==> src/rtl/aurora_macros.svh <==
`ifndef AURORA_MACROS_SVH
`define AURORA_MACROS_SVH

// Bus and stream widths
`define AXI_ADDR_W 6
`define DATA_W 32

// Register word indices, taken from address bits 5..2
`define REG_STAT   4'd0
`define REG_CTRL   4'd1
`define REG_TX_CNT 4'd2
`define REG_RX_CNT 4'd3

`define LOOP_DEPTH_LOG2 4  // 16 words of loopback storage

`define CTRL_RESET_STRIP 1'b1  // Strip trailing word out of reset

`endif

==> src/rtl/aurora_pkg.sv <==
`include "aurora_macros.svh"

package aurora_pkg;

   // One stream or bus word
   typedef logic [`DATA_W-1:0] word_t;

   // Control register, seen as a plain word on the bus
   // or as individual control fields inside the design
   typedef union packed {
      word_t raw;
      struct packed {
         logic [`DATA_W-3:0] rsvd;
         logic               strip_en;  // Drop trailing sequence word on RX
         logic               loopback;  // Replay received words toward the link
      } f;
   } ctrl_reg_u;

endpackage

==> src/rtl/stream_if.sv <==
`include "aurora_macros.svh"

// Word stream with valid/ready handshake and end-of-packet marker
interface stream_if;
   aurora_pkg::word_t tdata;
   logic              tlast;
   logic              tvalid;
   logic              tready;

   modport src (
      output tdata,
      output tlast,
      output tvalid,
      input  tready
   );

   modport snk (
      input  tdata,
      input  tlast,
      input  tvalid,
      output tready
   );
endinterface

==> src/rtl/reg_slave.sv <==
`include "aurora_macros.svh"

module reg_slave (
   input  logic                     usr_clk,
   input  logic                     S_AXI_ARESETN,
   // Write channel
   input  logic [`AXI_ADDR_W-1:0]   S_AXI_AWADDR,
   input  logic                     S_AXI_AWVALID,
   output logic                     S_AXI_AWREADY,
   input  aurora_pkg::word_t        S_AXI_WDATA,
   input  logic                     S_AXI_WVALID,
   output logic                     S_AXI_WREADY,
   output logic                     S_AXI_BVALID,
   input  logic                     S_AXI_BREADY,
   // Read channel
   input  logic [`AXI_ADDR_W-1:0]   S_AXI_ARADDR,
   input  logic                     S_AXI_ARVALID,
   output logic                     S_AXI_ARREADY,
   output aurora_pkg::word_t        S_AXI_RDATA,
   output logic                     S_AXI_RVALID,
   input  logic                     S_AXI_RREADY,
   // Status and counters from the datapath
   input  logic                     channel_up,
   input  logic                     overflow,
   input  aurora_pkg::word_t        tx_pkt_cnt,
   input  aurora_pkg::word_t        rx_pkt_cnt,
   output aurora_pkg::ctrl_reg_u    ctrl
);
   import aurora_pkg::*;

   logic      wr_start;   // Address and data both present, no write in flight
   logic      wr_accept;  // Handshake cycle of the write
   logic      rd_start;
   logic      rd_accept;
   ctrl_reg_u wdata_u;
   word_t     rd_mux;

   assign wr_start  = !S_AXI_AWREADY && S_AXI_AWVALID && S_AXI_WVALID && !S_AXI_BVALID;
   assign wr_accept = S_AXI_AWREADY && S_AXI_AWVALID && S_AXI_WREADY && S_AXI_WVALID;
   assign rd_start  = !S_AXI_ARREADY && S_AXI_ARVALID && !S_AXI_RVALID;
   assign rd_accept = S_AXI_ARREADY && S_AXI_ARVALID;

   assign wdata_u.raw = S_AXI_WDATA;

   // Write handshake and response
   always_ff @(posedge usr_clk) begin
      if (!S_AXI_ARESETN) begin
         S_AXI_AWREADY <= 1'b0;
         S_AXI_WREADY  <= 1'b0;
         S_AXI_BVALID  <= 1'b0;
      end else begin
         S_AXI_AWREADY <= wr_start;  // Single-cycle pulse
         S_AXI_WREADY  <= wr_start;
         if (wr_accept) begin
            S_AXI_BVALID <= 1'b1;
         end else if (S_AXI_BVALID && S_AXI_BREADY) begin
            S_AXI_BVALID <= 1'b0;
         end
      end
   end

   // Control register, only the two field bits are writable
   always_ff @(posedge usr_clk) begin
      if (!S_AXI_ARESETN) begin
         ctrl.raw <= {{(`DATA_W-2){1'b0}}, `CTRL_RESET_STRIP, 1'b0};
      end else if (wr_accept && S_AXI_AWADDR[`AXI_ADDR_W-1:2] == `REG_CTRL) begin
         ctrl.f.strip_en <= wdata_u.f.strip_en;
         ctrl.f.loopback <= wdata_u.f.loopback;
      end
   end

   // Read mux on the address as presented during acceptance
   always_comb begin
      case (S_AXI_ARADDR[`AXI_ADDR_W-1:2])
         `REG_STAT:   rd_mux = {{(`DATA_W-2){1'b0}}, overflow, channel_up};
         `REG_CTRL:   rd_mux = ctrl.raw;
         `REG_TX_CNT: rd_mux = tx_pkt_cnt;
         `REG_RX_CNT: rd_mux = rx_pkt_cnt;
         default:     rd_mux = '0;
      endcase
   end

   // Read handshake
   always_ff @(posedge usr_clk) begin
      if (!S_AXI_ARESETN) begin
         S_AXI_ARREADY <= 1'b0;
         S_AXI_RVALID  <= 1'b0;
      end else begin
         S_AXI_ARREADY <= rd_start;
         if (rd_accept) begin
            S_AXI_RVALID <= 1'b1;
         end else if (S_AXI_RVALID && S_AXI_RREADY) begin
            S_AXI_RVALID <= 1'b0;
         end
      end
   end

   // Data held steady while RVALID waits for RREADY
   always_ff @(posedge usr_clk) begin
      if (rd_accept) begin
         S_AXI_RDATA <= rd_mux;
      end
   end

endmodule

==> src/rtl/tx_framer.sv <==
`include "aurora_macros.svh"

module tx_framer (
   input  logic              usr_clk,
   input  logic              S_AXI_ARESETN,
   input  logic              s_axis_tvalid,
   input  aurora_pkg::word_t s_axis_tdata,
   input  logic              s_axis_tlast,
   output logic              s_axis_tready,
   stream_if.snk             loop_s,
   input  logic              loopback,
   output logic              link_tx_tvalid,
   output aurora_pkg::word_t link_tx_tdata,
   output logic              link_tx_tlast,
   input  logic              link_tx_tready,
   output aurora_pkg::word_t tx_pkt_cnt
);
   import aurora_pkg::*;

   localparam logic ST_PAYLOAD = 1'b0;
   localparam logic ST_SEQ     = 1'b1;

   logic  state;
   logic  last_taken;  // Final user word of a packet accepted by the link
   word_t seq_word;

   assign seq_word   = tx_pkt_cnt;  // Packets sent before this one
   assign last_taken = (state == ST_PAYLOAD) && s_axis_tvalid && s_axis_tlast && link_tx_tready;

   // Source select toward the link
   always_comb begin
      s_axis_tready = 1'b0;
      loop_s.tready = 1'b0;
      if (loopback) begin
         link_tx_tvalid = loop_s.tvalid;
         link_tx_tdata  = loop_s.tdata;
         link_tx_tlast  = loop_s.tlast;  // Replayed words keep their framing
         loop_s.tready  = link_tx_tready;
      end else if (state == ST_PAYLOAD) begin
         link_tx_tvalid = s_axis_tvalid;
         link_tx_tdata  = s_axis_tdata;
         link_tx_tlast  = 1'b0;  // Packet ends on the sequence word
         s_axis_tready  = link_tx_tready;
      end else begin
         link_tx_tvalid = 1'b1;
         link_tx_tdata  = seq_word;
         link_tx_tlast  = 1'b1;
      end
   end

   always_ff @(posedge usr_clk) begin
      if (!S_AXI_ARESETN) begin
         state      <= ST_PAYLOAD;
         tx_pkt_cnt <= '0;
      end else if (!loopback) begin
         if (last_taken) begin
            state <= ST_SEQ;
         end else if (state == ST_SEQ && link_tx_tready) begin
            state      <= ST_PAYLOAD;
            tx_pkt_cnt <= tx_pkt_cnt + 1'b1;  // Sequence word went out
         end
      end
   end

endmodule

==> src/rtl/loop_fifo.sv <==
`include "aurora_macros.svh"

module loop_fifo (
   input  logic              usr_clk,
   input  logic              S_AXI_ARESETN,
   input  logic              link_rx_tvalid,
   input  aurora_pkg::word_t link_rx_tdata,
   input  logic              link_rx_tlast,
   stream_if.src             loop_s,
   output logic              overflow
);
   import aurora_pkg::*;

   localparam int DEPTH = 1 << `LOOP_DEPTH_LOG2;

   word_t mem_data [DEPTH];
   logic  mem_last [DEPTH];

   // Extra top bit tells full from empty
   logic [`LOOP_DEPTH_LOG2:0] wr_ptr;
   logic [`LOOP_DEPTH_LOG2:0] rd_ptr;
   logic                      full;
   logic                      empty;

   assign empty = (wr_ptr == rd_ptr);
   assign full  = (wr_ptr[`LOOP_DEPTH_LOG2] != rd_ptr[`LOOP_DEPTH_LOG2]) &&
                  (wr_ptr[`LOOP_DEPTH_LOG2-1:0] == rd_ptr[`LOOP_DEPTH_LOG2-1:0]);

   assign loop_s.tvalid = !empty;
   assign loop_s.tdata  = mem_data[rd_ptr[`LOOP_DEPTH_LOG2-1:0]];
   assign loop_s.tlast  = mem_last[rd_ptr[`LOOP_DEPTH_LOG2-1:0]];

   always_ff @(posedge usr_clk) begin
      if (link_rx_tvalid && !full) begin
         mem_data[wr_ptr[`LOOP_DEPTH_LOG2-1:0]] <= link_rx_tdata;
         mem_last[wr_ptr[`LOOP_DEPTH_LOG2-1:0]] <= link_rx_tlast;
      end
   end

   always_ff @(posedge usr_clk) begin
      if (!S_AXI_ARESETN) begin
         wr_ptr   <= '0;
         rd_ptr   <= '0;
         overflow <= 1'b0;
      end else begin
         if (link_rx_tvalid) begin
            if (full) overflow <= 1'b1;  // Word lost, flag stays until reset
            else      wr_ptr   <= wr_ptr + 1'b1;
         end
         if (loop_s.tvalid && loop_s.tready) rd_ptr <= rd_ptr + 1'b1;
      end
   end

endmodule

==> src/rtl/rx_strip.sv <==
`include "aurora_macros.svh"

module rx_strip (
   input  logic              usr_clk,
   input  logic              S_AXI_ARESETN,
   input  logic              link_rx_tvalid,
   input  aurora_pkg::word_t link_rx_tdata,
   input  logic              link_rx_tlast,
   input  logic              strip_en,
   output logic              m_axis_tvalid,
   output aurora_pkg::word_t m_axis_tdata,
   output logic              m_axis_tlast,
   output aurora_pkg::word_t rx_pkt_cnt
);
   import aurora_pkg::*;

   word_t hold_data;   // Previous word of the current packet
   logic  hold_valid;

   // Control state
   always_ff @(posedge usr_clk) begin
      if (!S_AXI_ARESETN) begin
         m_axis_tvalid <= 1'b0;
         hold_valid    <= 1'b0;
         rx_pkt_cnt    <= '0;
      end else begin
         m_axis_tvalid <= link_rx_tvalid && (!strip_en || hold_valid);
         if (link_rx_tvalid) begin
            // Last word is the sequence number and never gets held
            hold_valid <= strip_en && !link_rx_tlast;
            if (link_rx_tlast) rx_pkt_cnt <= rx_pkt_cnt + 1'b1;
         end
      end
   end

   // Payload path
   always_ff @(posedge usr_clk) begin
      if (link_rx_tvalid) begin
         hold_data    <= link_rx_tdata;
         m_axis_tdata <= strip_en ? hold_data : link_rx_tdata;
         m_axis_tlast <= link_rx_tlast;  // Held word inherits the end marker
      end
   end

endmodule

==> src/rtl/aurora_shell.sv <==
`include "aurora_macros.svh"

module aurora_shell (
   input  logic                     usr_clk,
   input  logic                     S_AXI_ARESETN,
   // AXI-Lite register bus
   input  logic [`AXI_ADDR_W-1:0]   S_AXI_AWADDR,
   input  logic                     S_AXI_AWVALID,
   output logic                     S_AXI_AWREADY,
   input  aurora_pkg::word_t        S_AXI_WDATA,
   input  logic                     S_AXI_WVALID,
   output logic                     S_AXI_WREADY,
   output logic                     S_AXI_BVALID,
   input  logic                     S_AXI_BREADY,
   input  logic [`AXI_ADDR_W-1:0]   S_AXI_ARADDR,
   input  logic                     S_AXI_ARVALID,
   output logic                     S_AXI_ARREADY,
   output aurora_pkg::word_t        S_AXI_RDATA,
   output logic                     S_AXI_RVALID,
   input  logic                     S_AXI_RREADY,
   // User streams
   input  logic                     s_axis_tvalid,
   input  aurora_pkg::word_t        s_axis_tdata,
   input  logic                     s_axis_tlast,
   output logic                     s_axis_tready,
   output logic                     m_axis_tvalid,
   output aurora_pkg::word_t        m_axis_tdata,
   output logic                     m_axis_tlast,
   // Link side of the transceiver core
   output logic                     link_tx_tvalid,
   output aurora_pkg::word_t        link_tx_tdata,
   output logic                     link_tx_tlast,
   input  logic                     link_tx_tready,
   input  logic                     link_rx_tvalid,
   input  aurora_pkg::word_t        link_rx_tdata,
   input  logic                     link_rx_tlast,
   input  logic                     channel_up
);
   import aurora_pkg::*;

   ctrl_reg_u ctrl;
   word_t     tx_pkt_cnt;
   word_t     rx_pkt_cnt;
   logic      overflow;

   stream_if loop_s ();  // Loopback FIFO toward the framer

   reg_slave u_reg_slave (
      .usr_clk, .S_AXI_ARESETN,
      .S_AXI_AWADDR, .S_AXI_AWVALID, .S_AXI_AWREADY,
      .S_AXI_WDATA, .S_AXI_WVALID, .S_AXI_WREADY,
      .S_AXI_BVALID, .S_AXI_BREADY,
      .S_AXI_ARADDR, .S_AXI_ARVALID, .S_AXI_ARREADY,
      .S_AXI_RDATA, .S_AXI_RVALID, .S_AXI_RREADY,
      .channel_up, .overflow, .tx_pkt_cnt, .rx_pkt_cnt, .ctrl
   );

   tx_framer u_tx_framer (
      .usr_clk, .S_AXI_ARESETN,
      .s_axis_tvalid, .s_axis_tdata, .s_axis_tlast, .s_axis_tready,
      .loop_s         (loop_s.snk),
      .loopback       (ctrl.f.loopback),
      .link_tx_tvalid, .link_tx_tdata, .link_tx_tlast, .link_tx_tready,
      .tx_pkt_cnt
   );

   loop_fifo u_loop_fifo (
      .usr_clk, .S_AXI_ARESETN,
      .link_rx_tvalid, .link_rx_tdata, .link_rx_tlast,
      .loop_s         (loop_s.src),
      .overflow
   );

   rx_strip u_rx_strip (
      .usr_clk, .S_AXI_ARESETN,
      .link_rx_tvalid, .link_rx_tdata, .link_rx_tlast,
      .strip_en       (ctrl.f.strip_en),
      .m_axis_tvalid, .m_axis_tdata, .m_axis_tlast,
      .rx_pkt_cnt
   );

endmodule

==> config.mk <==
export PLATFORM = sky130hd
export DESIGN_NAME = aurora_shell
export DESIGN_NICKNAME = d
export VERILOG_FILES = /design/src/rtl/aurora_pkg.sv /design/src/rtl/stream_if.sv /design/src/rtl/reg_slave.sv /design/src/rtl/tx_framer.sv /design/src/rtl/loop_fifo.sv /design/src/rtl/rx_strip.sv /design/src/rtl/aurora_shell.sv
export VERILOG_INCLUDE_DIRS = /design/src /design/src/rtl
export SDC_FILE = /design/constraint.sdc
export NUM_CORES = 1
export LEC_CHECK = 0
export BUFFER_PORTS_ARGS = -buffer_cell sky130_fd_sc_hd__buf_2
export CELL_PAD_IN_SITES_DETAIL_PLACEMENT = 1
export CELL_PAD_IN_SITES_GLOBAL_PLACEMENT = 1
export CORE_MARGIN = 2
export CORE_UTILIZATION = 47
export CTS_BUF_LIST = sky130_fd_sc_hd__clkbuf_8
export DETAILED_ROUTE_END_ITERATION = 7
export GPL_TIMING_DRIVEN = 0
export PLACE_DENSITY = 0.74
export SLEW_MARGIN = 30
export SYNTH_ARGS = -nofsm -noshare
export SYNTH_HDL_FRONTEND = slang
export SYNTH_SLANG_ARGS = --single-unit
export TNS_END_PERCENT = 100
==> constraint.sdc <==
create_clock -name usr_clk -period 6.9 [get_ports usr_clk]
set_input_delay 1.035 -clock usr_clk [delete_from_list [all_inputs] [get_ports usr_clk]]
set_output_delay 1.035 -clock usr_clk [all_outputs]
set_load 0.01 [all_outputs]
* Word level (Yosys, flattened, before mapping)
Memory sizes are Yosys's and may differ from the RTL's. A register that Yosys moved wholly into a read port is not among the register bits.
Cells that the tools add are included.
** Operators by class
- Add/sub/neg operators :: 4
- Equality and inequality tests :: 7
- Multiplexer cells :: 23
- Bitwise operators :: 4
- Reductions and logical operators :: 39
** Operators with widths (count)
- $pmux W32 S4 :: 1
- $mux W32 :: 3
- $add A32 B1 Y32 const B :: 2
- $logic_and A1 B1 Y1 :: 21
- $mux W4 :: 4
- $mux W1 :: 15
- $add A5 B1 Y5 const B :: 2
- $eq A4 B1 Y1 const B :: 2
- $eq A4 B2 Y1 const B :: 2
- $logic_not A1 Y1 :: 8
- $reduce_and A2 Y1 :: 4
- $reduce_bool A2 Y1 :: 3
- $eq A5 B5 Y1 :: 1
- $eq A4 B4 Y1 :: 1
- $logic_not A4 Y1 :: 1
- $not A1 Y1 :: 4
- $reduce_and A3 Y1 :: 1
- $logic_or A1 B1 Y1 :: 1
- $ne A1 B1 Y1 :: 1
** Word-level totals
- Flip-flop bits (word level) :: 181
- RAM bits :: 528
- Input bits :: 121
- Output and inout port bits :: 106
- Word-level logic and storage cells :: 96
- Memories :: 2
** Memories
- u_loop_fifo.mem_data :: depth 16, width 32, read ports 1, clocked after memory_dff 1, wr ports 1, line loop_fifo.sv:16 : word_t mem_data [DEPTH];
- u_loop_fifo.mem_last :: depth 16, width 1, read ports 1, clocked after memory_dff 1, wr ports 1, line loop_fifo.sv:17 : logic mem_last [DEPTH];

* Logic depth before layout (Yosys ltp)
- Depth in word-level cells :: 6
- Mapped depth :: 8
- Mapped depth without buffers :: 5

* Cells and area by module
From an unflattened synthesis, not the netlist that was laid out.
** Unflattened totals
- Cells, all modules :: 1550
- Area, all modules :: 28791.4 um^2
** By module, submodules not included
- loop_fifo :: times used 1, cells each 840, area an instance 20723.6 um^2, sequential area each 16155.5 um^2
- rx_strip :: times used 1, cells each 287, area an instance 3918.8 um^2, sequential area each 2632.5 um^2
- tx_framer :: times used 1, cells each 291, area an instance 2302.2 um^2, sequential area each 660.6 um^2
- reg_slave :: times used 1, cells each 132, area an instance 1846.8 um^2, sequential area each 1081.0 um^2

* Worst setup path after synthesis
No wires, ideal clock.
- Path kind :: input -> register
- From :: input port link_rx_tvalid
- To :: memory u_loop_fifo.mem_data[15][0] (netlist name), enable pin
- Setup time :: 0.438 ns
- Arrival time :: 2.970 ns
- Data required time :: 6.462 ns
- Slack :: 3.492 ns
- Stages :: 3
- Path buffers :: 1
- Cell sequence :: buf_2 nand3_1 a21oi_1
** On the way
- Longest elaborated chain between the ends :: 3
** Ends and longest elaborated chain
- from (decl) :: line aurora_shell.sv:34 : input logic link_rx_tvalid,
- $logic_and A1 B1 Y1 :: line loop_fifo.sv:34 : if (link_rx_tvalid && !full) begin
- $mux W1 :: line loop_fifo.sv:34
- $mux W1 :: line loop_fifo.sv:35 : mem_data[wr_ptr[`LOOP_DEPTH_LOG2-1:0]] <= link_rx_tdata;
- to (decl) :: line loop_fifo.sv:16
Every way passes these cells.

==> reports/metrics.csv <==
metric;value;unit
status;finished, final reports clean;
cp-end-kind;primary output;
critPathLaunchType;flop;
power_density;259;nW/um2
antenna_found_initial;2;
rsz0062_at_grt;no;
worstHoldStart;u_reg_slave.S_AXI_ARREADY;
post_dp_cell_area;30900;um2
synthFlopType;edfxtp_1;
routed_via_density;6.06;
ir_drop;199;uV
fin_skew;0.0448;ns
die_area;62400;um2
holdBufCountCts;0;
final_cells;2813;
leakagePower;10.7;nW
ant_nets;0;
ys_seq_area_share;72.3;%
path_cells;buf_2 > buf_2 > buf_2 > nor2_1 > clkbuf_1 > a221oi_1 > o21ai_0 > o221ai_1 > buf_2;
regToRegStartpoint;u_loop_fifo.wr_ptr[2];
cts_tree;yes;
postCtsSetupBuffers;0;
maxSlewViolCount;0;
yosys.area_share.adder;0.309;%
drive_gt1_share;26.6;%
syn-num-nets;1732;
syn_area;28400;um2
ctsResizeCount;0;
wl;81.5;mm
core-area;60000;um2
worstHoldPathType;flop to flop;
synth_top_family_by_area;multiplexers;
synthToLayoutAreaGrowth;16.5;%
synth-compound-area-share;5.82;%
whs_path_depth;1;
fp.dieW;250;um
post_drt_wl_per_cell;29.0;um
async_reset_ff_share;0;%
holdWs;0.436;ns
start_util;47.3;%
tightest_slew;1.00;ns
required;5.86;ns
drt_iter0_drc;1833;
finalCriticalPeriod;4.97;ns
overflow;0;
grt_pass1_wl;119;mm
first_global_vias;17900;
cts_buffers;115;
dp.cells;2598;
synth_cells;1604;
critical-path-max-stage-delay;0.53;ns
die_h;250;um
fmax;0.201;GHz
synth_area_per_cell;17.7;um2
clkTransAtPathRegs;0.06;ns
dp_hpwl;54.3;mm
synth_seq_cells;713;
cts_sinks;713;
tns;0;ns
place_congestion;0.916;
min_to;u_reg_slave.S_AXI_ARREADY;
clock_latency;0.76;ns
max_cap_violations;0;
final_area;33100;um2
crit_type;flop to primary output;
crit_arrival;3.94;ns
io_buffers;192;
most-common-layout-cells;edfxtp_1, buf_2, mux2i_1, clkbuf_8, mux4_2;
final_nets;2061;
cp_max_fo;10;
min_period_over_period;72.0;%
synth_xor_area_share;0.772;%
yosysWarnings;0;
rows;90;
clock_path_buffers;3;
firstDrtPassIters;5;
synth-simple-area-share;4.62;%
synth_mux_area_share;14.4;%
finalHoldViolCount;0;
htree_levels;3;
slowest_stage;buf_2;
synth_edf_count;625;
reg2reg_depth;7;
slew_headroom;33.1;%
post-route-drc-count;0;
timing.rr.end;u_loop_fifo.mem_data[2][14];
finalSetupViolCount;0;
cp_common_cell;buf_2;
via_count;17000;
antenna_cells;0;
grt_util_all_layers;26.3;%
yosysUniqueCellTypes;52;
cts-root-buf;clkbuf_8;
io_pins;227;
grt_max_degree;45;
mostFrequentLayoutCell;edfxtp_1;
r2r_slack;3.76;ns
[per-layer routing]
metal  up-vias  routed length (um)  track usage [%]
met2       744               40300             43.5
met3       157                5530             5.08
li1       7272                   -                -
met4         2                2290             8.90
met1      8872               33400             35.0
met5         -                  14                0
[area by class of cell]
class                      instances  area (um2)
sequential                       713       20500
clock buffer                     121        1670
multi-input combinational        773        7450
inverter                          17        63.8
fill                            5577       27000
clock inverter                    94         522
timing repair buffer             212        1410
tap                              782         978
buffer                           101         440
[sequential cells by signal (all words and copies together), names as in the netlist, 2 cells and up, named ones only]
name,count
u_rx_strip.m_axis_tdata,32
u_loop_fifo.rd_ptr,5
u_reg_slave.ctrl,2
u_tx_framer.tx_pkt_cnt,32
u_reg_slave.S_AXI_RDATA,32
u_rx_strip.rx_pkt_cnt,32
u_rx_strip.hold_data,32
u_loop_fifo.mem_data,512
u_loop_fifo.wr_ptr,5
u_loop_fifo.mem_last,16
[worst max path at each step]
| stage | startpoint | end | slack, ns |
|---|---|---|---|
| 3_3_place_gp | link_rx_tvalid | u_loop_fifo.mem_data[15][14] | -0.17 |
| 4_1_cts | flop | link_tx_tdata[17] | 1.89 |
| 3_5_place_dp | flop | link_tx_tdata[29] | 2.73 |
| 5_1_grt | flop | link_tx_tdata[28] | 1.80 |
| 2_1_floorplan | link_rx_tvalid | u_loop_fifo.mem_data[15][0] | 3.49 |
| 6_report | flop | link_tx_tdata[28] | 1.93 |
[report_power, final]
part	switching, mW	total, mW	internal [mW]
Clock	1.72	3.47	1.75
Combinational	0.217	0.319	0.103
Sequential	0.0211	4.79	4.77
[logic make-up (layout without fill, tap and decap cells)]
group | Yosys count | in the layout
compound gates | 231 | 231
mux | 277 | 277
xor+xnor | 25 | 25
flops | 713 | 713
simple gates | 233 | 233
buf+inv | 118 | 545
fa+ha+maj | 7 | 7
[synth_stat cells, types with 17 or more instances]
cell type    n  share of area [%]
or4_1       23               0.61
o221ai_1    31               0.96
nand2_1     46               0.61
nor2_1      28               0.37
clkbuf_1    59               0.78
dfxtp_1     88                6.2
a22o_1      30               0.93
mux4_2     102                8.1
nand4_1     17               0.37
edfxtp_1   625                 66
inv_1       17               0.22
mux2_2      33                1.3
o31ai_1     18               0.48
a21oi_1     43               0.76
o21ai_0     47               0.83
mux2i_1    142                5.0
buf_1       22               0.29
nand3_1     29               0.51
a221oi_1    31               0.96
[critical path: cells and delay by family, from the launching register on]
family | cells | cell delay [ns]
buffers and inverters | 5 | 1.84
AOI/OAI and AO/OA | 3 | 0.83
DFF | 1 | 0.33
and+or+nand+nor | 1 | 0.17
[per-stage QoR]
step                      setup slack (ns)  utilization [%]  power [mW]
after CTS                             1.89             55.1        8.63
after detailed placement              2.73             51.4        5.20
after global placement              -0.167             50.5        5.17
after global routing                  1.80             55.1        8.82
final                                 1.93             55.1        8.57
after floorplan                       3.49                -        4.99
Note: power is estimated with default switching activity, not from simulation.
